<file path="src/tama_core_pkg.sv">
/*
  Core-side widths and types for the handheld-pet control core.
  Speed setting, divider count, key bitmap, ROM and audio types.
  Referenced by scoped name from the bus package and from the RTL.
*/
`default_nettype none

package tama_core_pkg;

  // turbo speed, 0 is 1x and 4 is full speed
  typedef logic [2:0] turbo_speed_t;
  localparam turbo_speed_t SPEED_MAX = 3'd4;

  // clock divider reload and count
  typedef logic [11:0] clk_div_t;

  // controller key bitmap
  typedef logic [15:0] key_t;
  localparam int KEY_L1 = 8;
  localparam int KEY_R1 = 9;

  // program ROM, 8k words of 16 bits, read back 12 bits wide
  typedef logic [12:0] rom_addr_t;
  typedef logic [15:0] rom_word_t;
  typedef logic [11:0] rom_data_t;

  // one audio channel sample
  typedef logic [14:0] audio_t;

endpackage

`default_nettype wire

</file>
<file path="src/core_clock_divider.sv">
/*
  Speed-dependent divider for the CPU clock enable and the double-rate
  enable. New speeds take effect at the next wrap; halt freezes it.
*/
`timescale 1ns/1ns
`default_nettype none

module core_clock_divider #(
  parameter int unsigned BASE_DIV = 3600
) (
  input  wire logic                        clk_sys_117_964,
  input  wire logic                        pll_core_locked,
  input  wire tama_core_pkg::turbo_speed_t turbo_speed,
  input  wire logic                        ss_halt,
  output logic                             clk_en,
  output logic                             clk_2x_en
);

  localparam tama_core_pkg::clk_div_t DIV_1X  = tama_core_pkg::clk_div_t'(BASE_DIV);
  localparam tama_core_pkg::clk_div_t DIV_2X  = tama_core_pkg::clk_div_t'(BASE_DIV / 2);
  localparam tama_core_pkg::clk_div_t DIV_4X  = tama_core_pkg::clk_div_t'(BASE_DIV / 4);
  localparam tama_core_pkg::clk_div_t DIV_50X = tama_core_pkg::clk_div_t'(BASE_DIV / 50);

  tama_core_pkg::clk_div_t reload;
  tama_core_pkg::clk_div_t div_cnt;
  tama_core_pkg::clk_div_t half_pt;

  always_comb begin
    case (turbo_speed)
      3'd0:    reload = DIV_1X;
      3'd1:    reload = DIV_2X;
      3'd2:    reload = DIV_4X;
      3'd3:    reload = DIV_50X;
      // full speed
      default: reload = 12'd1;
    endcase
  end

  always_ff @(posedge clk_sys_117_964 or negedge pll_core_locked) begin
    if (!pll_core_locked) begin
      div_cnt   <= DIV_1X;
      half_pt   <= DIV_2X;
      clk_en    <= 1'b0;
      clk_2x_en <= 1'b0;
    end else begin
      clk_en    <= 1'b0;
      clk_2x_en <= 1'b0;
      if (!ss_halt) begin
        if (div_cnt == '0) begin
          div_cnt   <= reload;
          // half point held for the whole period
          half_pt   <= (reload == 12'd1) ? 12'd1 : (reload >> 1);
          clk_en    <= 1'b1;
          clk_2x_en <= 1'b1;
        end else begin
          div_cnt <= div_cnt - 12'd1;
          if (div_cnt == half_pt) clk_2x_en <= 1'b1;
        end
      end
    end
  end

endmodule

`default_nettype wire

</file>
<file path="config.mk">
export PLATFORM = sky130hd
export DESIGN_NAME = core_clock_divider
export DESIGN_NICKNAME = d
export VERILOG_FILES = /design/src/tama_core_pkg.sv /design/src/core_clock_divider.sv
export SDC_FILE = /design/constraint.sdc
export NUM_CORES = 1
export LEC_CHECK = 0
export BUFFER_PORTS_ARGS = -buffer_cell sky130_fd_sc_hd__buf_2
export CAP_MARGIN = 5
export CELL_PAD_IN_SITES_DETAIL_PLACEMENT = 0
export CELL_PAD_IN_SITES_GLOBAL_PLACEMENT = 1
export CORE_UTILIZATION = 46
export CTS_CLUSTER_SIZE = 14
export DETAILED_ROUTE_END_ITERATION = 7
export PLACE_DENSITY_LB_ADDON = 0.05
export SLEW_MARGIN = 20
export SYNTH_ARGS = -nofsm -noshare
export SYNTH_HDL_FRONTEND = slang
export SYNTH_SLANG_ARGS = --single-unit
</file>
<file path="constraint.sdc">
create_clock -name clk_sys_117_964 -period 2.2 [get_ports clk_sys_117_964]
set_input_delay 0 -clock clk_sys_117_964 [delete_from_list [all_inputs] [get_ports clk_sys_117_964]]
set_output_delay 0 -clock clk_sys_117_964 [all_outputs]
set_load 0.05 [all_outputs]
</file>
==> qor.yml <==
drt:
  antenna_left: 0
  drt-initial-drc-count: 27
  drt_wl_total_mm: 2.78
  highest_layer: "met4"
  vias_per_cell: 5.87
  wl_met2_mm: 1.33
  wirelength_met1_mm: 1.28
  drc_errors: 0
  wl_met3_um: 129
  via_count: 1003
  routedWlPerCell_um: 16.3
  firstDrtPassIters: 4
sta:
  fin_worst_skew_ps: 10.1
  fin_crit_ps: 1960
  finalSetupViolCount: 0
  timing.fmax_ghz: 0.510
  worst_pin_slew_ps: 538
  finalHoldViolations: 0
  fin_crit_sh_pct: 89.2
  maxSlewHeadroom_pct: 64.1
  layout_setup_ws_ps: 239
  rsz0062_at_grt: "false"
  drv_slew: 0
  fin_setup_tns_ps: 0
hold_path:
  min_path_cells: 3
  hold_class: "primary input to register"
  min_to: "half_pt[8]"
  min_from: "turbo_speed[0]"
global_route:
  track_usage_pct: 21.5
  grt_pass1_wl_mm: 4.46
  antenna_found_initial: 0
  grt_max_degree: 23
  grt.overflow.total: 0
  grt_pass1_vias: 936
placed_design:
  placed_cells: 165
  pre_cts_ws_ps: 314
  place_hpwl_mm: 2.09
  place_congestion: 0.825
  io_buffers: 7
clock_tree:
  path_clk_slew_ps: 130
  cts.sinks: 22
  cts_tree: "yes"
  cts_buffers: 3
  root_buffer: "clkbuf_4"
  cts_buffer_depth: 2
  clk_latency_ps: 320
  cts_resized: 0
  h-tree-depth: 1
run:
  maxCapViolCount: 0
status:
  status: "complete, no violations"
die:
  start_util_pct: 50.1
  num_rows: 18
  die_height_um: 54.9
  die_x_um: 54.9
  core_sq_um: 2570
  dieArea_sq_um: 3010
  ioPinCount: 8
synth:
  syn_area_sq_um: 1290
  synthArstFlopShare_pct: 100
  ys.flop_type: "dfrtp_1"
  seq_area_frac_synth_pct: 43.5
  synth_compound_area_share_pct: 16.4
  synth_seq_cells: 22
  synth_cells: 128
  yosys-mux-area-fraction_pct: 6.81
  synth_fp_nets: 136
  synth_cell_type_count: 41
  synthAdderAreaFrac_pct: 1.95
  synth_edf_count: 0
  yosys.area_share.simple_pct: 20.6
  synth_top_family_by_area: "simple AND/OR/NAND/NOR gates"
  syn_area_per_cell_sq_um: 10.0
  yosys.area_share.xor_xnor_pct: 6.13
  yosys_warnings: 0
critical_path:
  r2r_setup_slack_ps: 240
  critPathMaxFanout: 6
  critPathKind: "register to register"
  arrival_ps: 2170
  required_ps: 2410
  rr_startpoint: "div_cnt[0]"
  end_kind: "register"
  r2r_end: "div_cnt[2]"
  reg2regPathDepth: 7
  start_kind: "register"
finish:
  area_delta_synth_final_pct: 12.3
  antenna_cells: 0
  layout-drive-gt1-share_pct: 26.2
  fin_nets: 150
  fin_cells: 171
  fillers: 232
  fin_util_pct: 56.2
pwr:
  peakVddDrop_uv: 677
  p_leak_nw: 0.629
  power.density_nw_per_um2: 1170
==> state kept, by name, indices dropped and copies added, names as in the netlist <==
register	flops
clk_en	1
div_cnt	12
half_pt	8
clk_2x_en	1
==> through the flow <==
stage / hold WS, ps / cell area, sq um / power [mW]
after detailed placement: -9.86 / 1370 / 1.38
after global placement: -9.49 / 1370 / 1.37
after CTS: 41.2 / 1440 / 1.70
after global routing: 43.5 / 1440 / 1.80
after floorplan: -296 / 1290 / 1.17
final: 50.5 / 1440 / 1.69
==> area by class of cell <==
type / instances / area [sq um] / share of cell area (%)
clock inverter: 1 / 30.0 / 2.08
multi-input combinational: 93 / 668 / 46.3
inverter: 7 / 26.3 / 1.82
clock buffer: 3 / 22.5 / 1.56
sequential: 22 / 559 / 38.7
tap: 30 / 37.5 / 2.60
timing repair buffer: 15 / 100 / 6.93
==> routing by layer <==
layer  global-route usage (%)  vias to the layer above
met5                        0                        -
met4                     8.97                        0
met3                     2.50                        5
met2                     34.5                       25
met1                     28.9                      477
li1                         -                      496
==> cells in the mapped netlist, types with 2 or more instances <==
cell type / instances / area, sq um
and3_1: 2 / 12.5
inv_1: 7 / 26.3
ha_1: 2 / 25.0
a2bb2oi_1: 2 / 17.5
mux2_2: 6 / 67.6
nand2_1: 8 / 30.0
nand4_1: 2 / 12.5
mux2i_1: 2 / 20.0
nor2_1: 8 / 30.0
o22ai_1: 3 / 18.8
dfrtp_1: 15 / 375
nor3_1: 7 / 35.0
a31oi_1: 2 / 12.5
a21oi_1: 8 / 40.0
nand3_1: 4 / 20.0
clkbuf_1: 3 / 11.3
o31ai_1: 3 / 22.5
dfstp_2: 7 / 184
o21ai_0: 7 / 35.0
xnor2_1: 6 / 52.6
xor2_1: 3 / 26.3
buf_2: 2 / 10.0
==> timing repair <==
item                                   in CTS  in global routing
endpoints found under the hold margin      23                  0
setup buffers                               0                  0
hold buffers                                2                  0
setup endpoints to repair                   0                  0
==> layout by cell type, fill, tap and decap left out, types with 2 or more instances in the layout <==
cell type and count:
ha_1 2, a31oi_1 2, o31ai_1 3, and3_1 2
o21ai_0 7, nand2_1 8, nor2_1 8, mux2_2 6
dfstp_2 7, a21oi_1 8, buf_2 7, clkbuf_4 3
nor3_1 7, o22ai_1 3, nand4_1 2, xor2_1 3
buf_4 6, xnor2_1 6, dfrtp_1 15, dlygate4sd3_1 2
a2bb2oi_1 2, mux2i_1 2, inv_1 7, nand3_1 4
==> power breakdown <==
part / switching [mW] / internal, mW
Sequential: 0.199 / 0.570
Combinational: 0.310 / 0.296
Clock: 0.128 / 0.184
==> logic make-up (layout without fill, tap and decap cells) <==
group	count (synthesis)	in the layout
AND/OR/NAND/NOR	42	42
AO/OA/AOI/OAI	32	32
flip-flops	22	22
buffers and inverters	13	26
XOR/XNOR	9	9
multiplexers	8	8
adder cells (fa/ha/maj)	2	2
==> how the worst max path moves through the flow <==
stage | startpoint | to | slack [ps] | cells after the start
final | div_cnt[0] | div_cnt[2] | 240 | 7
after global placement | div_cnt[0] | div_cnt[6] | 390 | 6
after global routing | div_cnt[0] | div_cnt[2] | 140 | 7
after detailed placement | div_cnt[0] | div_cnt[2] | 310 | 7
after floorplan | div_cnt[0] | div_cnt[2] | 390 | 7
after CTS | div_cnt[0] | div_cnt[2] | 290 | 7
==> worst max-delay path, stage by stage (launching register included) <==
cell and delay [ps]:
dfrtp_1 470, inv_1 110, ha_1 190, nor3b_2 230, nand4_1 270, buf_4 250, a2bb2oi_1 140, o22a_1 200
Note: power is estimated with default switching activity, not from simulation.
