===== src/core_reset_gen.sv =====
/*
  Core reset generator. Stretches a register-requested reset for
  RESET_HOLD cycles and a savestate reset across four 2x ticks.
*/
`timescale 1ns/1ns
`default_nettype none

module core_reset_gen #(
  parameter int unsigned RESET_HOLD = 32'h100000
) (
  input  wire logic clk_sys_117_964,
  input  wire logic pll_core_locked,
  input  wire logic reset_req,
  input  wire logic ss_begin_reset,
  input  wire logic clk_2x_en,
  output logic      core_reset
);

  localparam int HOLD_W = $clog2(RESET_HOLD + 1);

  logic [HOLD_W-1:0] hold_cnt;
  logic [2:0]        ss_cnt;
  logic              por_q;

  always_ff @(posedge clk_sys_117_964 or negedge pll_core_locked) begin
    if (!pll_core_locked) begin
      por_q    <= 1'b1;
      hold_cnt <= '0;
      ss_cnt   <= '0;
    end else begin
      por_q <= 1'b0;

      if (reset_req) hold_cnt <= HOLD_W'(RESET_HOLD);
      else if (hold_cnt != '0) hold_cnt <= hold_cnt - 1'b1;

      // savestate reset waits for four double-rate ticks
      if (ss_begin_reset) ss_cnt <= 3'd4;
      else if (clk_2x_en && ss_cnt != '0) ss_cnt <= ss_cnt - 3'd1;
    end
  end

  assign core_reset = por_q || (hold_cnt != '0) || (ss_cnt != '0);

endmodule

`default_nettype wire


===== config.mk =====
export PLATFORM = sky130hd
export DESIGN_NAME = core_reset_gen
export DESIGN_NICKNAME = d
export VERILOG_FILES = /design/src/core_reset_gen.sv
export SDC_FILE = /design/constraint.sdc
export NUM_CORES = 1
export LEC_CHECK = 0
export ABC_AREA = 1
export BUFFER_PORTS_ARGS = -buffer_cell sky130_fd_sc_hd__buf_2
export CORE_MARGIN = 10
export CORE_UTILIZATION = 25
export CTS_CLUSTER_DIAMETER = 60
export DETAILED_ROUTE_END_ITERATION = 10
export PLACE_DENSITY_LB_ADDON = 0.25
export SLEW_MARGIN = 30
export SYNTH_ARGS = -nofsm -noshare
export SYNTH_HDL_FRONTEND = slang
export SYNTH_SLANG_ARGS = --single-unit

===== constraint.sdc =====
create_clock -name clk_sys_117_964 -period 1.9 [get_ports clk_sys_117_964]
set_input_delay 0.19 -clock clk_sys_117_964 [delete_from_list [all_inputs] [get_ports clk_sys_117_964]]
set_output_delay 0.19 -clock clk_sys_117_964 [all_outputs]
set_load 0.05 [all_outputs]

==> summary.md, run 1 <==
The clock drives 25 sinks. The cell area power density was 1147 nW/um^2; the data required time at the worst endpoint was 1.71 ns. Based on the critical path, the design can be clocked at up to 0.5732 GHz. Worst setup slack after layout: 0.1555 ns. The number of synthesis warnings is 0. At the pin with the least slew margin, the transition time is 0.5856 ns. In the post-synthesis netlist, the biggest area contributors are dfrtp_1 (39%), nor2_1 (11%), nand2_1 (10%). Max-cap violations in this run came to 0.

Cell at the root of the clock tree: clkbuf_8. The number of hold violations in the final report is 0. Data arrives at the worst endpoint at 1.55 ns. During I/O placement, the number of pins put on the boundary was 6.

The worst ir drop on vdd is 0.4286 mV, and the total of buffers placed on input and output ports is 5. The average via count per standard cell is 4.306. The number of nets in the synthesized netlist came out at 223. The clock passes through at most 2 buffers. Global routing consumed, over all layers together, 7.222% of the routing resources. Clock latency on the worst-skew pair, taken at its later pin, is 0.28 ns. The net count of the finished layout is 232.

The logs give 9782 sq um for the area enclosed by the die boundary and 214 for the count of mapped cells out of synthesis. The die height is 98.91 microns. The first global-routing pass estimated 5920 microns of wire. The path class of the lowest-slack min-delay path is primary input to flop. After legalization and detailed placement, the total HPWL measured 2610 microns.

The number of antenna violations at the first check in global routing is 0, and the number of enable flip-flop cells after synthesis is 0. The clock period could shrink to 1.745 ns. In this run the register-to-register setup slack is 0.28 ns. The sequential share of the synthesized area is 40.27%, and the clock-pin slew on the worst setup and hold paths is 0.10 ns. For this run, the leading register cell type out of synthesis is dfrtp_1.

The vias after detailed routing is 1279, and the pin count of the biggest net entering global routing is 26. The number of global-route vias before repair was 1234. Once layout is done, the placed cells without fillers occupy 1715 sq um. The final-layout setup total negative slack was 0 ns. Of all nets on the critical path, the largest fanout is 4.

Setup repair after global routing left no endpoint under its margin. The worst setup path is captured at an output port. The most common cell in the synthesized netlist is nor2_1.

The area growth from synthesis to layout is 10.21%. For the count of TritonRoute iterations in the first routing pass, the log shows 4. The tools report the pre-CTS setup slack as 0.2207 ns. By count the netlist is led by nor2_1 (46), nand2_1 (42), nand3_1 (30), inv_1 (25), dfrtp_1 (24).

On the final layout, the worst hold slack is 0.1267 ns. Detailed-route DRC error count: 0. Counting the buffers created by CTS gives 3. The final-report max-slew violation count came out at 0. TritonCTS built the clock tree.

After synthesis, the netlist uses 23 different library cells. Once placement finished, the instance area stood at 1654 sq um. The wire length after detailed routing is 3411 microns. Dividing the final minimum period by the clock period gives 91.82%. The run gives 0 as the post-route antenna net violation count. After synthesis the cells add up to 1556 sq um. The standard cell core area was 5991 sq um; the antenna cell count was 0. The H-tree level count is 1, and the total congestion overflow after global routing is 0. The run gives 0.007703 ns as the final setup skew.

The die is 98.91 microns wide. In the synthesized netlist the async set-or-reset flop fraction comes to 100.0%. Buffers added to address setup during post-CTS repair amount to 0.

Measured against its own limit, the worst slew margin works out to 60.96%. For this configuration, the core starts out at a cell density of 25.98%. A synthesized cell averages 7.273 sq um. In the final layout, the share of cells above drive strength 1 is 13.51%. By startpoint and endpoint, the worst setup path is classified as flop to output port. The synthesis-stage register bit count came out at 25. The launching element type of the critical path is a flop. The utilization of the core after routing came out at 28.63%. Dividing the detail-routed wire length by the instance count gives 11.48 microns. For this design the static power due to leakage is 0.9364 nW. For the final weighted congestion in routability-driven placement, the log shows 0.8283.

After floorplanning, the core was divided into 28 placement rows. The logs give 0 for the number of failing setup endpoints in the final timing report and 292 for the cell count after placement. After synthesis, the largest area contributor takes up 38.59% of total cell area. For this run, the number of standard cells in the final layout without fillers is 297. The run finished with clean final reports.

The run gives 1.968 mW as the power after layout. The largest total area in the synthesized netlist belongs to dfrtp_1. After the first detailed-routing iteration, the DRC count stood at 98.
## repair_timing
item | CTS | global route
hold buffers | 1 | 0
endpoints found under the hold margin | 24 | 0
endpoints found under the setup margin | 0 | 2
gates resized for setup | 0 | 2
## sequential cells by signal, indices dropped and copies added, names as in the netlist
| register | flops |
|---|---|
| hold_cnt | 21 |
| por_q | 1 |
| ss_cnt | 3 |
## layer usage
layer / track usage [%] / part of all wire [%] / routed length, microns
met1: 10.20 / 54 / 1855
met2: 10.47 / 41 / 1402
met3: 1.816 / 3.3 / 111
met4: 1.985 / 1.2 / 42
met5: 0 / 0 / 0
## worst max-delay path, cell delays in order (launching register included)
cell     delay, ns
dfrtp_1       0.43
nor2_1        0.16
nand2_1       0.15
nor2_2        0.17
nand4_1       0.13
buf_2         0.23
## final cells by class
| class | count | area (sq um) |
|---|---|---|
| Clock inverter | 1 | 7.507 |
| Clock buffer | 3 | 41.29 |
| Fill cell | 641 | 4275 |
| Sequential cell | 25 | 626.9 |
| Multi-Input combinational cell | 161 | 809.5 |
| Timing Repair Buffer | 7 | 42.54 |
| Tap cell | 75 | 93.84 |
| Inverter | 25 | 93.84 |
## worst paths after layout
kind,cells after the start,startpoint,endpoint
setup reg to reg,7,hold_cnt[0],hold_cnt[20]
min in group asynchronous,2,pll_core_locked,hold_cnt[15]
hold reg to reg,1,ss_cnt[2],ss_cnt[2]
setup / recovery,5,hold_cnt[15],core_reset
max in group asynchronous,2,pll_core_locked,hold_cnt[3]
hold / removal,3,ss_begin_reset,ss_cnt[2]
## where the power goes
| part | internal (mW) | switching, mW |
|---|---|---|
| clock network | 0.149 | 0.189 |
| logic | 0.311 | 0.579 |
| registers | 0.631 | 0.109 |
| total | 1.09 | 0.877 |
## cell families after synthesis
kind of cell	share of synthesized area [%]
fa+ha+maj	3.216
flops	40.27
simple gates	44.29
other cells	0.2409
compound gates	4.100
buf+inv	7.877
## placed cells by master (no fill, tap or decap), types with 4 or more instances in the layout
| master | netlist | final |
|---|---|---|
| nand3_1 | 30 | 30 |
| dfrtp_1 | 24 | 24 |
| nor2_2 | 4 | 5 |
| ha_1 | 4 | 4 |
| or2_2 | 7 | 7 |
| nand4_1 | 10 | 10 |
| buf_2 | 1 | 5 |
| nand2_1 | 42 | 42 |
| inv_1 | 25 | 24 |
| nor2_1 | 46 | 45 |
| a21o_1 | 5 | 5 |
No activity file was read; power rests on OpenSTA's default activity.
==> inputs of run 2 (changes only) <==
--- a/config.mk
+++ b/config.mk
@@ -9,6 +9,7 @@
 export BUFFER_PORTS_ARGS = -buffer_cell sky130_fd_sc_hd__buf_2
 export CORE_MARGIN = 10
 export CORE_UTILIZATION = 25
+export CTS_BUF_LIST = sky130_fd_sc_hd__clkbuf_4
 export CTS_CLUSTER_DIAMETER = 60
 export DETAILED_ROUTE_END_ITERATION = 10
 export PLACE_DENSITY_LB_ADDON = 0.25
==> constraint.sdc (replaced) <==
create_clock -name clk_sys_117_964 -period 1.9 [get_ports clk_sys_117_964]
set_input_delay 0.38 -clock clk_sys_117_964 [delete_from_list [all_inputs] [get_ports clk_sys_117_964]]
set_output_delay 0.38 -clock clk_sys_117_964 [all_outputs]
set_load 0.05 [all_outputs]
==> summary.md, run 2 (same netlist as run 1, synthesis figures left out) <==
The signal on the critical path passes through nor2_2, nand2_1, nor2_2, nand4_1, buf_6. The logs give 0.9929 nW (+6.0%) for the static leakage and 0.01461 ns (+0.006911 ns) for the final setup skew. The critical path is of the flop to output port type. The cell at the root of the clock tree was clkbuf_4.

The data required time at the worst endpoint came out at 1.52 ns (-0.19 ns). The run gives 0.01267 ns (-0.1140 ns) as the worst hold slack across all endpoints. In the layout the commonest cells are nand2_1 (41), nor2_1 (39), nand3_1 (29).

The library cell used most frequently in the layout, excluding fill and tap cells, is nand2_1. The count of TritonRoute iterations in the first routing pass came out at 4 (unchanged). The number of hold violations in the final report was 0 (unchanged).

The tools report the category of the worst setup path capture point as an output port. The run gives 243 (+4.7%) as the post-layout net count. The final-report max-slew violation count is 0 (unchanged).

The tightest min-delay check is of the primary input to async pin type. Portion of total power attributed to the clock network: 13.1% (-4.1 points). Fmax: 0.5372 GHz (-6.3%).

The switching part of the total is 45.85% (+1.3 points). The register with the most flip-flops in the final layout is hold_cnt. Standard cell with the maximum stage delay on the critical path: dfrtp_1. The average routed wire per standard cell was 12.62 microns (+9.9%). The run gives 1.48 ns (-0.07 ns) as the worst path arrival time.

The stage delay of the slowest cell on the critical path was 0.47 ns (+0.04 ns); the total of buffers placed on input and output ports was 5 (unchanged). The tools report the number of antenna violations at the first check in global routing as 0 (unchanged). The total congestion overflow after global routing was 0 (unchanged); the width of the die was 98.91 microns (unchanged).

The run gives 662 (+3.3%) as the number of fill cells. The deepest clock path buffer count is 2 (unchanged). The die height is 98.91 microns (unchanged). Setup repair after global routing could not meet its margin everywhere. The number of placed I/O pins is 6 (unchanged), and the average via count per standard cell is 4.464 (+3.7%). The logs give 6817 microns (+15%) for the global-route wire length before repair and 60.43% (-0.53 points) for the worst relative slew slack. TritonCTS built the clock tree. The internal portion of total power is 1.114 mW (+2.1%). The final critical-path share of the clock period is 97.98% (+6.2 points), and the met1 track demand over resource is 11.14% (+0.94 points).

The run gives 25 (unchanged) as the CTS sink count. The worst ir drop on vdd came out at 0.3858 mV (-10%). The tools report the detailed-route DRC error count as 0 (unchanged).

The utilization of the core after routing is 30.43% (+1.8 points), and the pin count of the biggest net entering global routing is 26 (unchanged). The tools report the antenna cell count as 0 (unchanged). The share of total power in sequential cells was 35.9% (-1.7 points); the area added between synthesis and finish was 17.12%.

The maximum fanout count along the critical path works out to 4 (unchanged). The launching element type of the critical path was a flop. The number of failing setup endpoints in the final timing report came out at 0 (unchanged).

The tools report the H-tree level count as 1 (unchanged). The transition time of the tightest slew-check pin is 0.5936 ns (+0.007987 ns). The overall fraction of global-route tracks in use is 8.367% (+1.1 points), and the initial detailed-routing violation count is 74 (-24%). The minimum clock period after layout is 1.862 ns (+0.1171 ns), and the post-DP HPWL is 2738 microns (+4.9%). The clock-pin slew on the worst setup and hold paths was 0.17 ns (+0.07 ns); the clock latency of the later-clocked register in the worst-skew pair was 0.34 ns (+0.06 ns).

The row count is 28 (unchanged). The logs give 0 (unchanged) for the max-capacitance violation count and 2.304% (+0.49 points) for the fraction of met3 tracks used by global routing. In the final layout, the registers with the most flip-flops are hold_cnt (21), ss_cnt (3), por_q (1). Combinational group share of total power: 51.0% (+5.8 points). The layer flagged by global routing as most heavily used is met2. The flow ran to the end, and the final reports show no timing, DRC or antenna violations.

The starting density of the core came out at 25.98% (unchanged). The cell area power density is 1128 nW/um^2 (-1.6%). The flip-flop count of the largest register, all copies and words added is 21 (unchanged), and the area enclosed by the die boundary is 9782 sq um (unchanged). The layout cell share with drive strength beyond 1 was 22.75% (+9.2 points); the quantity of hold-fixing buffers added after cts was 0 (-1). The logs give 1440 (+17%) for the number of global-route vias before repair and 3 (unchanged) for the number of CTS-inserted buffers. The tools report the wire length after detailed routing as 3888 microns (+14%). The post-route antenna net violation count was 0 (unchanged); the vias after detailed routing was 1375 (+7.5%). Met2 global-route usage: 12.58% (+2.1 points). The switching power was 0.9432 mW (+7.6%); the final weighted congestion in routability-driven placement was 0.7910 (-4.5%). By instance count, the cell type seen most on the critical path is nor2_2. The tools report the standard cell core area as 5991 sq um (unchanged).
## run 2: cell count changes in the layout (fill, tap and decap cells not counted), sizes merged
cell,delta
buf,+12
dlygate4sd3,-1
## run 2: critical path: cells and delay by family, from the launching register on
family,cells,cell delay (ns)
simple gates,4,0.52
flops,1,0.47
buf+inv,1,0.17
## run 2: final cells by class
cell class                      count  area [sq um]  area share (%)
Clock buffer                        3         22.52           1.235
Inverter                           25         93.84           5.148
Multi-Input combinational cell    161         849.6           46.60
Timing Repair Buffer               18         128.9           7.069
Tap cell                           75         93.84           5.148
Clock inverter                      1         7.507          0.4118
Sequential cell                    25         626.9           34.39
## run 2: power by group through the flow
| stage | sequential, mW | combinational (mW) | clock (mW) |
|---|---|---|---|
| 3_5_place_dp | 0.752 | 0.925 | 0 |
| 6_report | 0.738 | 1.05 | 0.269 |
| 2_1_floorplan | 0.717 | 0.717 | 0 |
| 5_1_grt | 0.751 | 1.21 | 0.303 |
| 3_3_place_gp | 0.751 | 0.923 | 0 |
| 4_1_cts | 0.727 | 1.01 | 0.285 |
## run 2: what timing repair did
item,in CTS,in global routing
pin swaps,0,1
setup buffers,9,2
setup endpoints to repair,1,3
resized for setup,5,12
## run 2: through the flow
stage           TNS, ns  cell area (sq um)  total power, mW  worst slack [ns]  instances
2_1_floorplan         0               1556            1.434            0.1907        214
3_3_place_gp          0               1662            1.675            0.2693        293
3_5_place_dp          0               1662            1.676            0.1790        293
4_1_cts               0               1769            2.027         0.0009571        306
5_1_grt        -0.05438               1823            2.260          -0.05438        308
6_report              0               1823            2.057           0.03838        308
## run 2: worst paths after layout
| kind | startpoint | endpoint | slack, ns | cells after the start |
|---|---|---|---|---|
| min reg2reg | ss_cnt[2] | ss_cnt[2] | 0.53 | 1 |
| min in group clk_sys_117_964 | ss_begin_reset | ss_cnt[2] | 0.24 | 3 |
| max | hold_cnt[17] | core_reset | 0.04 | 5 |
| max reg2reg | hold_cnt[0] | hold_cnt[20] | 0.23 | 8 |
| min | pll_core_locked | hold_cnt[14] | 0.01 | 1 |
| max in group asynchronous | pll_core_locked | hold_cnt[5] | 1.49 | 1 |
## run 2: per-layer routing
metal / wire length (microns) / vias to the layer above
li1: - / 721
met1: 1956 / 618
met2: 1669 / 30
met3: 204 / 6
met4: 57 / 0
met5: 0 / -
