==> src/tama_core_pkg.sv <==
/*
  Core-side widths and types for the handheld-pet control core.
  Speed setting, divider count, key bitmap, ROM and audio types.
  Referenced by scoped name from the bus package and from the RTL.
*/
`default_nettype none

package tama_core_pkg;

  // turbo speed, 0 is 1x and 4 is full speed
  typedef logic [2:0] turbo_speed_t;
  localparam turbo_speed_t SPEED_MAX = 3'd4;

  // clock divider reload and count
  typedef logic [11:0] clk_div_t;

  // controller key bitmap
  typedef logic [15:0] key_t;
  localparam int KEY_L1 = 8;
  localparam int KEY_R1 = 9;

  // program ROM, 8k words of 16 bits, read back 12 bits wide
  typedef logic [12:0] rom_addr_t;
  typedef logic [15:0] rom_word_t;
  typedef logic [11:0] rom_data_t;

  // one audio channel sample
  typedef logic [14:0] audio_t;

endpackage

`default_nettype wire

==> src/tama_bus_pkg.sv <==
/*
  Bridge bus types, the settings register map and the strobe structs
  that leave the register block. Depends on tama_core_pkg types.
*/
`default_nettype none

package tama_bus_pkg;

  typedef logic [31:0] bridge_addr_t;
  typedef logic [31:0] bridge_data_t;

  ////////////////////////////////////////////////////////////
  // register map
  localparam bridge_addr_t ADDR_RESET    = 32'h0000_0000;
  localparam bridge_addr_t ADDR_SOUND    = 32'h0000_0010;
  localparam bridge_addr_t ADDR_TURBO    = 32'h0000_0100;
  localparam bridge_addr_t ADDR_CANCEL   = 32'h0000_0104;
  localparam bridge_addr_t ADDR_SUPPRESS = 32'h0000_0108;

  // upper nibble of the ROM load window
  localparam logic [3:0] ROM_REGION = 4'h1;

  typedef struct packed {
    logic disable_sound;
    logic cancel_on_event;
    logic suppress_after_activation;
  } settings_t;

  typedef struct packed {
    logic                       valid;
    tama_core_pkg::turbo_speed_t speed;
  } speed_wr_t;

  typedef struct packed {
    logic                    valid;
    tama_core_pkg::rom_addr_t addr;
    tama_core_pkg::rom_word_t data;
  } rom_wr_t;

endpackage

`default_nettype wire

==> src/tama_settings_regs.sv <==
/*
  Settings register block on the bridge bus. Setting bits update on the
  write edge, strobes leave one cycle later. Read mux is combinational.
*/
`timescale 1ns/1ns
`default_nettype none

module tama_settings_regs (
  input  wire logic                        clk_sys_117_964,
  input  wire logic                        pll_core_locked,
  input  wire tama_bus_pkg::bridge_addr_t  bridge_addr,
  input  wire logic                        bridge_wr,
  input  wire logic                        bridge_rd,
  input  wire tama_bus_pkg::bridge_data_t  bridge_wr_data,
  input  wire tama_core_pkg::turbo_speed_t turbo_speed,
  output tama_bus_pkg::bridge_data_t       bridge_rd_data,
  output tama_bus_pkg::settings_t          settings,
  output tama_bus_pkg::speed_wr_t          speed_wr,
  output logic                             reset_req,
  output tama_bus_pkg::rom_wr_t            rom_wr
);

  logic rom_hit;

  assign rom_hit = bridge_wr && (bridge_addr[31:28] == tama_bus_pkg::ROM_REGION);

  always_ff @(posedge clk_sys_117_964 or negedge pll_core_locked) begin
    if (!pll_core_locked) begin
      settings  <= '0;
      speed_wr  <= '0;
      reset_req <= 1'b0;
      rom_wr    <= '0;
    end else begin
      speed_wr.valid <= 1'b0;
      reset_req      <= 1'b0;
      rom_wr.valid   <= 1'b0;

      if (bridge_wr) begin
        case (bridge_addr)
          tama_bus_pkg::ADDR_RESET:    reset_req <= 1'b1;
          tama_bus_pkg::ADDR_SOUND:    settings.disable_sound <= bridge_wr_data[0];
          tama_bus_pkg::ADDR_TURBO: begin
            speed_wr.valid <= 1'b1;
            speed_wr.speed <= bridge_wr_data[2:0];
          end
          tama_bus_pkg::ADDR_CANCEL:   settings.cancel_on_event <= bridge_wr_data[0];
          tama_bus_pkg::ADDR_SUPPRESS: settings.suppress_after_activation <= bridge_wr_data[0];
          default: ;
        endcase
      end

      // word addressed, bytes arrive big endian
      if (rom_hit) begin
        rom_wr.valid <= 1'b1;
        rom_wr.addr  <= bridge_addr[13:1];
        rom_wr.data  <= {bridge_wr_data[7:0], bridge_wr_data[15:8]};
      end
    end
  end

  // only the speed register reads back
  always_comb begin
    bridge_rd_data = '0;
    if (bridge_addr == tama_bus_pkg::ADDR_TURBO) begin
      bridge_rd_data = tama_bus_pkg::bridge_data_t'(turbo_speed);
    end
  end

  a_strobe_exclusive: assert property (@(posedge clk_sys_117_964)
    disable iff (!pll_core_locked) !(speed_wr.valid && rom_wr.valid));

  // host never reads and writes in the same cycle
  a_rd_wr_exclusive: assert property (@(posedge clk_sys_117_964)
    disable iff (!pll_core_locked) !(bridge_rd && bridge_wr));

endmodule

`default_nettype wire

==> config.mk <==
export PLATFORM = sky130hd
export DESIGN_NAME = tama_settings_regs
export DESIGN_NICKNAME = d
export VERILOG_FILES = /design/src/tama_core_pkg.sv /design/src/tama_bus_pkg.sv /design/src/tama_settings_regs.sv
export SDC_FILE = /design/constraint.sdc
export NUM_CORES = 1
export LEC_CHECK = 0
export BUFFER_PORTS_ARGS = -buffer_cell sky130_fd_sc_hd__buf_2
export CAP_MARGIN = 20
export CORE_ASPECT_RATIO = 0.7
export CORE_UTILIZATION = 42
export DETAILED_ROUTE_END_ITERATION = 7
export GPL_ROUTABILITY_DRIVEN = 0
export GPL_TIMING_DRIVEN = 0
export HOLD_SLACK_MARGIN = 0.15
export PLACE_DENSITY = 0.85
export RECOVER_POWER = 50
export SYNTH_ARGS = -nofsm -noshare
export SYNTH_HDL_FRONTEND = slang
export SYNTH_SLANG_ARGS = --single-unit
==> constraint.sdc <==
create_clock -name clk_sys_117_964 -period 1.87 [get_ports clk_sys_117_964]
set_input_delay 0.187 -clock clk_sys_117_964 [delete_from_list [all_inputs] [get_ports clk_sys_117_964]]
set_output_delay 0.187 -clock clk_sys_117_964 [all_outputs]
set_load 0.02 [all_outputs]
==> flow_metrics.env, run 1 <==
export IMPL_outcome="finished, final reports clean"
export IMPL_grt_pass1_wl_mm=6.76
export IMPL_root_buffer="clkbuf_8"
export IMPL_data_arrival_time_of_the_worst_path_ns=1.52
export IMPL_place_hpwl_mm=3.11
export IMPL_power_per_cell_area_nw_per_um2=852
export IMPL_n_fill_cell=342
export IMPL_worst_hold_path_type="in2reg"
export IMPL_synth_async_reset_ratio_pct=100
export IMPL_setup_violations_final=0
export IMPL_synth_sequential_area_ratio_pct=53.0
export IMPL_cp_start_kind="input port"
export IMPL_placed_cell_area_um2=2430
export IMPL_crit_path_max_fanout=5
export IMPL_vdd_ir_drop_worst_v=0.000714
export IMPL_die_area_um2=4540
export IMPL_areaGrowthSynthToFinish_pct=48.6
export IMPL_synth_lib_cells_used_distinct=20
export IMPL_yosys_most_used_dff="dfrtp_1"
export IMPL_viasPerCell=4.43
export IMPL_synthCells=138
export IMPL_clock_sink_count=38
export IMPL_worst_slew_pin_slew_ns=0.936
export IMPL_period_needed_ns=1.70
export IMPL_die_width_um=80.1
export IMPL_post_route_period_util_pct=91.1
export IMPL_grt_overflow_total=0
export IMPL_maximum_number_of_pins_on_one_net_before_global_route_repair=39
export IMPL_rsz0062_at_grt="no"
export IMPL_fp_dieH_um=56.7
export IMPL_antenna_violating_nets_post_route=0
export IMPL_hold_viol=0
export IMPL_route_detailed_drc=0
export IMPL_postSynthAreaPerCell_um2=13.0
export IMPL_num_antenna_cells=0
export IMPL_synthDominantCellAreaShare_pct=53.0
export IMPL_avgRoutedWirePerCell_um=12.3
export IMPL_synthTopCellsByArea="dfrtp_1 53%, mux2_2 19%, buf_4 12%"
export IMPL_io_buffers=94
export IMPL_worst_setup_path_type="in2out"
export IMPL_leakage_power_nw=1.38
export IMPL_timing_fmax_mhz=587
export IMPL_cts_buffers=5
export IMPL_mostFrequentLayoutCell="buf_2"
export IMPL_rows=19
export IMPL_number_of_global_route_vias_before_repair=1544
export IMPL_worst_setup_hold_path_clk_slew_ns=0.07
export IMPL_grt_antenna_before_repair=0
export IMPL_initial_core_util_pct=44.9
export IMPL_ys_ff_latch=38
export IMPL_nets=357
export IMPL_max_slew_margin_rel_pct=37.6
export IMPL_library_cell_with_the_largest_summed_area_after_synthesis="dfrtp_1"
export IMPL_number_of_maximum_capacitance_violations=0
export IMPL_dr_total_vias=1501
export IMPL_finalMaxSlewViolations=0
export IMPL_htree_num_levels=2
export IMPL_drt_total_wl_mm=4.16
export IMPL_track_usage_pct=19.8
export IMPL_fp_coreArea_um2=3990
export IMPL_finClkSkew_ns=0
export IMPL_synth_edf_count=0
export IMPL_ios=141
export IMPL_buffers_from_clock_root_to_sink_at_most=2
export IMPL_synth_area_um2=1790
export IMPL_post_cts_resized=0
export IMPL_tns_setup_ns=0
export IMPL_most_common_layout_cells="58 x buf_2, 39 x clkbuf_1, 38 x dfrtp_1"
export IMPL_total_power_mw=2.27
export IMPL_drive_above_1_share_pct=44.6
export IMPL_postLayoutCellArea_um2=2670
export IMPL_synth_yosys_warnings=0
export IMPL_drt_first_pass_iters=4
export IMPL_insertion_delay_of_the_later_clocked_pin_in_the_worst_skew_pair_ns=0.28
export IMPL_drt_iter0_drc=20
export IMPL_worst_path_required_time_ns=1.68
export IMPL_cts_tree="yes"
export IMPL_end_kind="primary output"
-- cell usage after synthesis, types with 2 or more instances --
master,instances
nor3_1,3
dfrtp_1,38
nand2_1,2
nor4_2,2
nor3b_1,2
and4b_1,2
nor4_1,4
nor2b_1,2
and4_1,2
buf_2,3
mux2_2,30
mux2_1,5
and2_1,4
nor2_1,3
buf_4,29
nand4_1,3
-- cells by family (layout without fill, tap and decap cells) --
logic type / count (synthesis) / in the layout / synth area share (%)
DFF: 38 / 38 / 53.0
and+or+nand+nor: 31 / 31 / 11.6
buffers and inverters: 33 / 154 / 13.2
other: 1 / 29 / 0.209
muxes: 35 / 35 / 22.0
-- through the flow --
step | setup slack, ns | utilization (%) | hold slack (ns) | instances
after floorplan | 0.460 | - | -0.109 | 166
after global placement | 0.0693 | 60.9 | 0.327 | 312
after detailed placement | 0.00775 | 60.9 | 0.337 | 312
after CTS | 0.0627 | 67.5 | 0.151 | 337
after global routing | 0.0523 | 66.7 | 0.156 | 339
final | 0.166 | 66.7 | 0.157 | 339
-- area by class of cell --
| cell class | instances | area [um2] | share of cell area, % |
|---|---|---|---|
| Timing Repair Buffer | 113 | 611 | 22.9 |
| Clock inverter | 1 | 5.00 | 0.188 |
| Buffer | 32 | 233 | 8.73 |
| Sequential cell | 38 | 951 | 35.7 |
| Inverter | 1 | 3.75 | 0.141 |
| Multi-Input combinational cell | 95 | 711 | 26.7 |
| Clock buffer | 7 | 86.3 | 3.24 |
| Tap cell | 52 | 65.1 | 2.44 |
-- timing repair --
item,CTS,global route
setup buffers,0,1
hold endpoints to repair,54,1
hold buffers,17,1
endpoints found under the setup margin,0,3
-- registers in the layout (all words and copies together) (netlist names) --
register,flops
reset_req,1
rom_wr,30
speed_wr,4
settings,3
-- critical path, cell delays in order --
cell and delay, ns:
dlygate4sd3_1 0.54, buf_2 0.15, nor2b_1 0.12, and4b_1 0.23, and2_1 0.13, buf_2 0.15
-- metal layers --
layer / vias up / global-route usage (%) / wire length [um]
met3: 3 / 7.15 / 370
met4: 0 / 5.87 / 15
met5: - / 0 / 0
met2: 74 / 34.6 / 2050
li1: 721 / - / -
met1: 703 / 22.5 / 1720
-- power breakdown --
| part | switching (mW) | internal, mW |
|---|---|---|
| Clock | 0.267 | 0.297 |
| Sequential | 0.0716 | 0.968 |
| Combinational | 0.396 | 0.271 |
-- worst paths after layout --
path / start / to / slack [ns] / depth (start not counted)
worst max-delay path: bridge_addr[4] / bridge_rd_data[1] / 0.17 / 6
worst min-delay path: bridge_addr[1] / rom_wr[16]$_DFFE_PN0P_ / 0.16 / 2
worst max register to register: settings[2]$_DFFE_PN0P_ / settings[2]$_DFFE_PN0P_ / 1.08 / 1
worst min register to register: speed_wr[1]$_DFFE_PN0P_ / speed_wr[1]$_DFFE_PN0P_ / 0.49 / 1
max in group asynchronous: pll_core_locked / speed_wr[1]$_DFFE_PN0P_ / 0.70 / 2
min in group asynchronous: pll_core_locked / rom_wr[2]$_DFFE_PN0P_ / 0.59 / 2
No activity file was read; power rests on OpenSTA's default activity.
==> inputs of run 2 (changes only) <==
--- a/config.mk
+++ b/config.mk
@@ -9,12 +9,12 @@
 export CAP_MARGIN = 20
 export CORE_ASPECT_RATIO = 0.7
 export CORE_UTILIZATION = 42
+export CTS_CLUSTER_SIZE = 20
 export DETAILED_ROUTE_END_ITERATION = 7
 export GPL_ROUTABILITY_DRIVEN = 0
 export GPL_TIMING_DRIVEN = 0
 export HOLD_SLACK_MARGIN = 0.15
 export PLACE_DENSITY = 0.85
-export RECOVER_POWER = 50
 export SYNTH_ARGS = -nofsm -noshare
 export SYNTH_HDL_FRONTEND = slang
 export SYNTH_SLANG_ARGS = --single-unit
==> flow_metrics.env, run 2 (synthesized netlist as in run 1, its figures left out) <==
export IMPL_n_fill_cell=326
export IMPL_place_hpwl_mm=3.11
export IMPL_top_register="rom_wr"
export IMPL_finalMaxSlewViolations=0
export IMPL_drt_iter0_drc=32
export IMPL_timing_fmax_mhz=587
export IMPL_power_per_cell_area_nw_per_um2=851
export IMPL_cts_tree="yes"
export IMPL_top_regs="rom_wr (30), speed_wr (4), settings (3)"
export IMPL_critPathBufInv=3
export IMPL_cp_start_kind="input port"
export IMPL_worst_path_required_time_ns=1.68
export IMPL_data_arrival_time_of_the_worst_path_ns=1.52
export IMPL_critPathMostFrequentCell="buf_2"
export IMPL_grt_pass1_wl_mm=6.76
export IMPL_sequential_cell_area_um2=951
export IMPL_nets=357
export IMPL_fp_dieH_um=56.7
export IMPL_path_delay_family="buffers and inverters"
export IMPL_most_common_layout_cells="97 x buf_2, 38 x dfrtp_1, 30 x mux2_2, 30 x buf_4, 29 x conb_1"
export IMPL_fp_coreArea_um2=3990
export IMPL_power_share_clock_pct=24.4
export IMPL_rsz0062_at_grt="no"
export IMPL_sw_frac_of_total_pct=31.7
export IMPL_crit_chain="dlygate4sd3_1 > buf_2 > nor2b_1 > and4b_1 > and2_1 > buf_2"
export IMPL_hold_viol=0
export IMPL_track_usage_pct=19.8
export IMPL_dr_total_vias=1495
export IMPL_placed_cell_area_um2=2430
export IMPL_worst_setup_path_type="in2out"
export IMPL_mostFrequentLayoutCell="buf_2"
export IMPL_max_slew_margin_rel_pct=44.0
export IMPL_crit_path_max_fanout=5
export IMPL_finClkSkew_ns=0
export IMPL_power_report_internal_total_mw=1.58
export IMPL_grt_antenna_before_repair=0
export IMPL_maximum_number_of_pins_on_one_net_before_global_route_repair=39
export IMPL_num_antenna_cells=0
export IMPL_timing_critical_path_slowest_cell_delay_ns=0.54
export IMPL_grt_overflow_total=0
export IMPL_io_buffers=94
export IMPL_buffers_from_clock_root_to_sink_at_most=2
export IMPL_clock_sink_count=38
export IMPL_die_area_um2=4540
export IMPL_post_cts_resized=0
export IMPL_outcome="finished, final reports clean"
export IMPL_rrSetupSlack_ns=1.08
export IMPL_post_route_period_util_pct=91.1
export IMPL_areaGrowthSynthToFinish_pct=51.3
export IMPL_power_share_combinational_pct=30.7
export IMPL_drt_total_wl_mm=4.18
export IMPL_number_of_global_route_vias_before_repair=1544
export IMPL_worst_hold_path_type="in2reg"
export IMPL_postLayoutCellArea_um2=2710
export IMPL_switchingPower_mw=0.731
export IMPL_initial_core_util_pct=44.9
export IMPL_tns_setup_ns=0
export IMPL_viasPerCell=4.41
export IMPL_seq_power_share_pct=44.8
export IMPL_antenna_violating_nets_post_route=0
export IMPL_ios=141
export IMPL_multi_input_area_um2=711
export IMPL_insertion_delay_of_the_later_clocked_pin_in_the_worst_skew_pair_ns=0.28
export IMPL_largest_register_ffs=30
export IMPL_cts_buffers=5
export IMPL_slowest_stage="dlygate4sd3_1"
export IMPL_drive_above_1_share_pct=57.8
export IMPL_number_of_maximum_capacitance_violations=0
export IMPL_drt_first_pass_iters=4
export IMPL_setup_violations_final=0
export IMPL_avgRoutedWirePerCell_um=12.3
export IMPL_root_buffer="clkbuf_8"
export IMPL_route_detailed_drc=0
export IMPL_leakage_power_nw=1.51
export IMPL_vdd_ir_drop_worst_v=0.000704
export IMPL_end_kind="primary output"
export IMPL_htree_num_levels=2
export IMPL_rows=19
export IMPL_worst_setup_hold_path_clk_slew_ns=0.07
export IMPL_period_needed_ns=1.70
export IMPL_worst_slew_pin_slew_ns=0.840
export IMPL_die_width_um=80.1
run 2: cell types whose count changed in the layout (fill, tap and decap cells not counted):
cell and delta:
clkbuf_1 -38, buf_2 +39, and2_0 -1, and2_1 +1, clkbuf_2 -1
run 2: final timing paths:
check / endpoint / cells past startpoint / from
setup / recovery: bridge_rd_data[1] / 6 / bridge_addr[4]
hold / removal: rom_wr[16]$_DFFE_PN0P_ / 2 / bridge_addr[1]
setup reg to reg: settings[2]$_DFFE_PN0P_ / 1 / settings[2]$_DFFE_PN0P_
hold reg to reg: speed_wr[1]$_DFFE_PN0P_ / 1 / speed_wr[1]$_DFFE_PN0P_
max in group asynchronous: speed_wr[1]$_DFFE_PN0P_ / 2 / pll_core_locked
min in group asynchronous: rom_wr[2]$_DFFE_PN0P_ / 2 / pll_core_locked
run 2: stage by stage:
stage	worst slack [ns]	power, mW	hold WS [ns]	util, %	instances
finish	0.167	2.31	0.157	67.9	339
global route	0.0523	2.43	0.156	67.9	339
CTS	0.0627	2.33	0.151	67.5	337
detailed placement	0.00775	1.73	0.337	60.9	312
global placement	0.0693	1.71	0.327	60.9	312
floorplan	0.460	1.47	-0.109	-	166
run 2: layout make-up:
class                           instances  share of cell area, %
Multi-Input combinational cell         95                   26.2
Buffer                                 32                   8.58
Timing Repair Buffer                  113                   24.3
Inverter                                1                  0.138
Sequential cell                        38                   35.1
Clock inverter                          1                  0.185
Clock buffer                            7                   3.18
Tap cell                               52                   2.40
run 2: routing by layer:
metal | vias up | track usage [%] | part of all wire [%]
met5 | - | 0 | 0
met3 | 3 | 7.15 | 9.2
met2 | 74 | 34.6 | 49
li1 | 722 | - | -
met1 | 696 | 22.5 | 41
met4 | 0 | 5.87 | 0.36
run 2: repair_timing:
action                                  in CTS  in global routing
endpoints found under the setup margin       0                  3
hold buffers                                17                  1
hold endpoints to repair                    54                  1
setup buffers                                0                  1
run 2: power by group through the flow:
stage / Clock [mW] / Combinational [mW] / Sequential (mW)
after floorplan: 0 / 0.237 / 1.23
after global placement: 0 / 0.671 / 1.04
after detailed placement: 0 / 0.685 / 1.05
after CTS: 0.586 / 0.711 / 1.03
after global routing: 0.616 / 0.762 / 1.05
final: 0.564 / 0.710 / 1.04
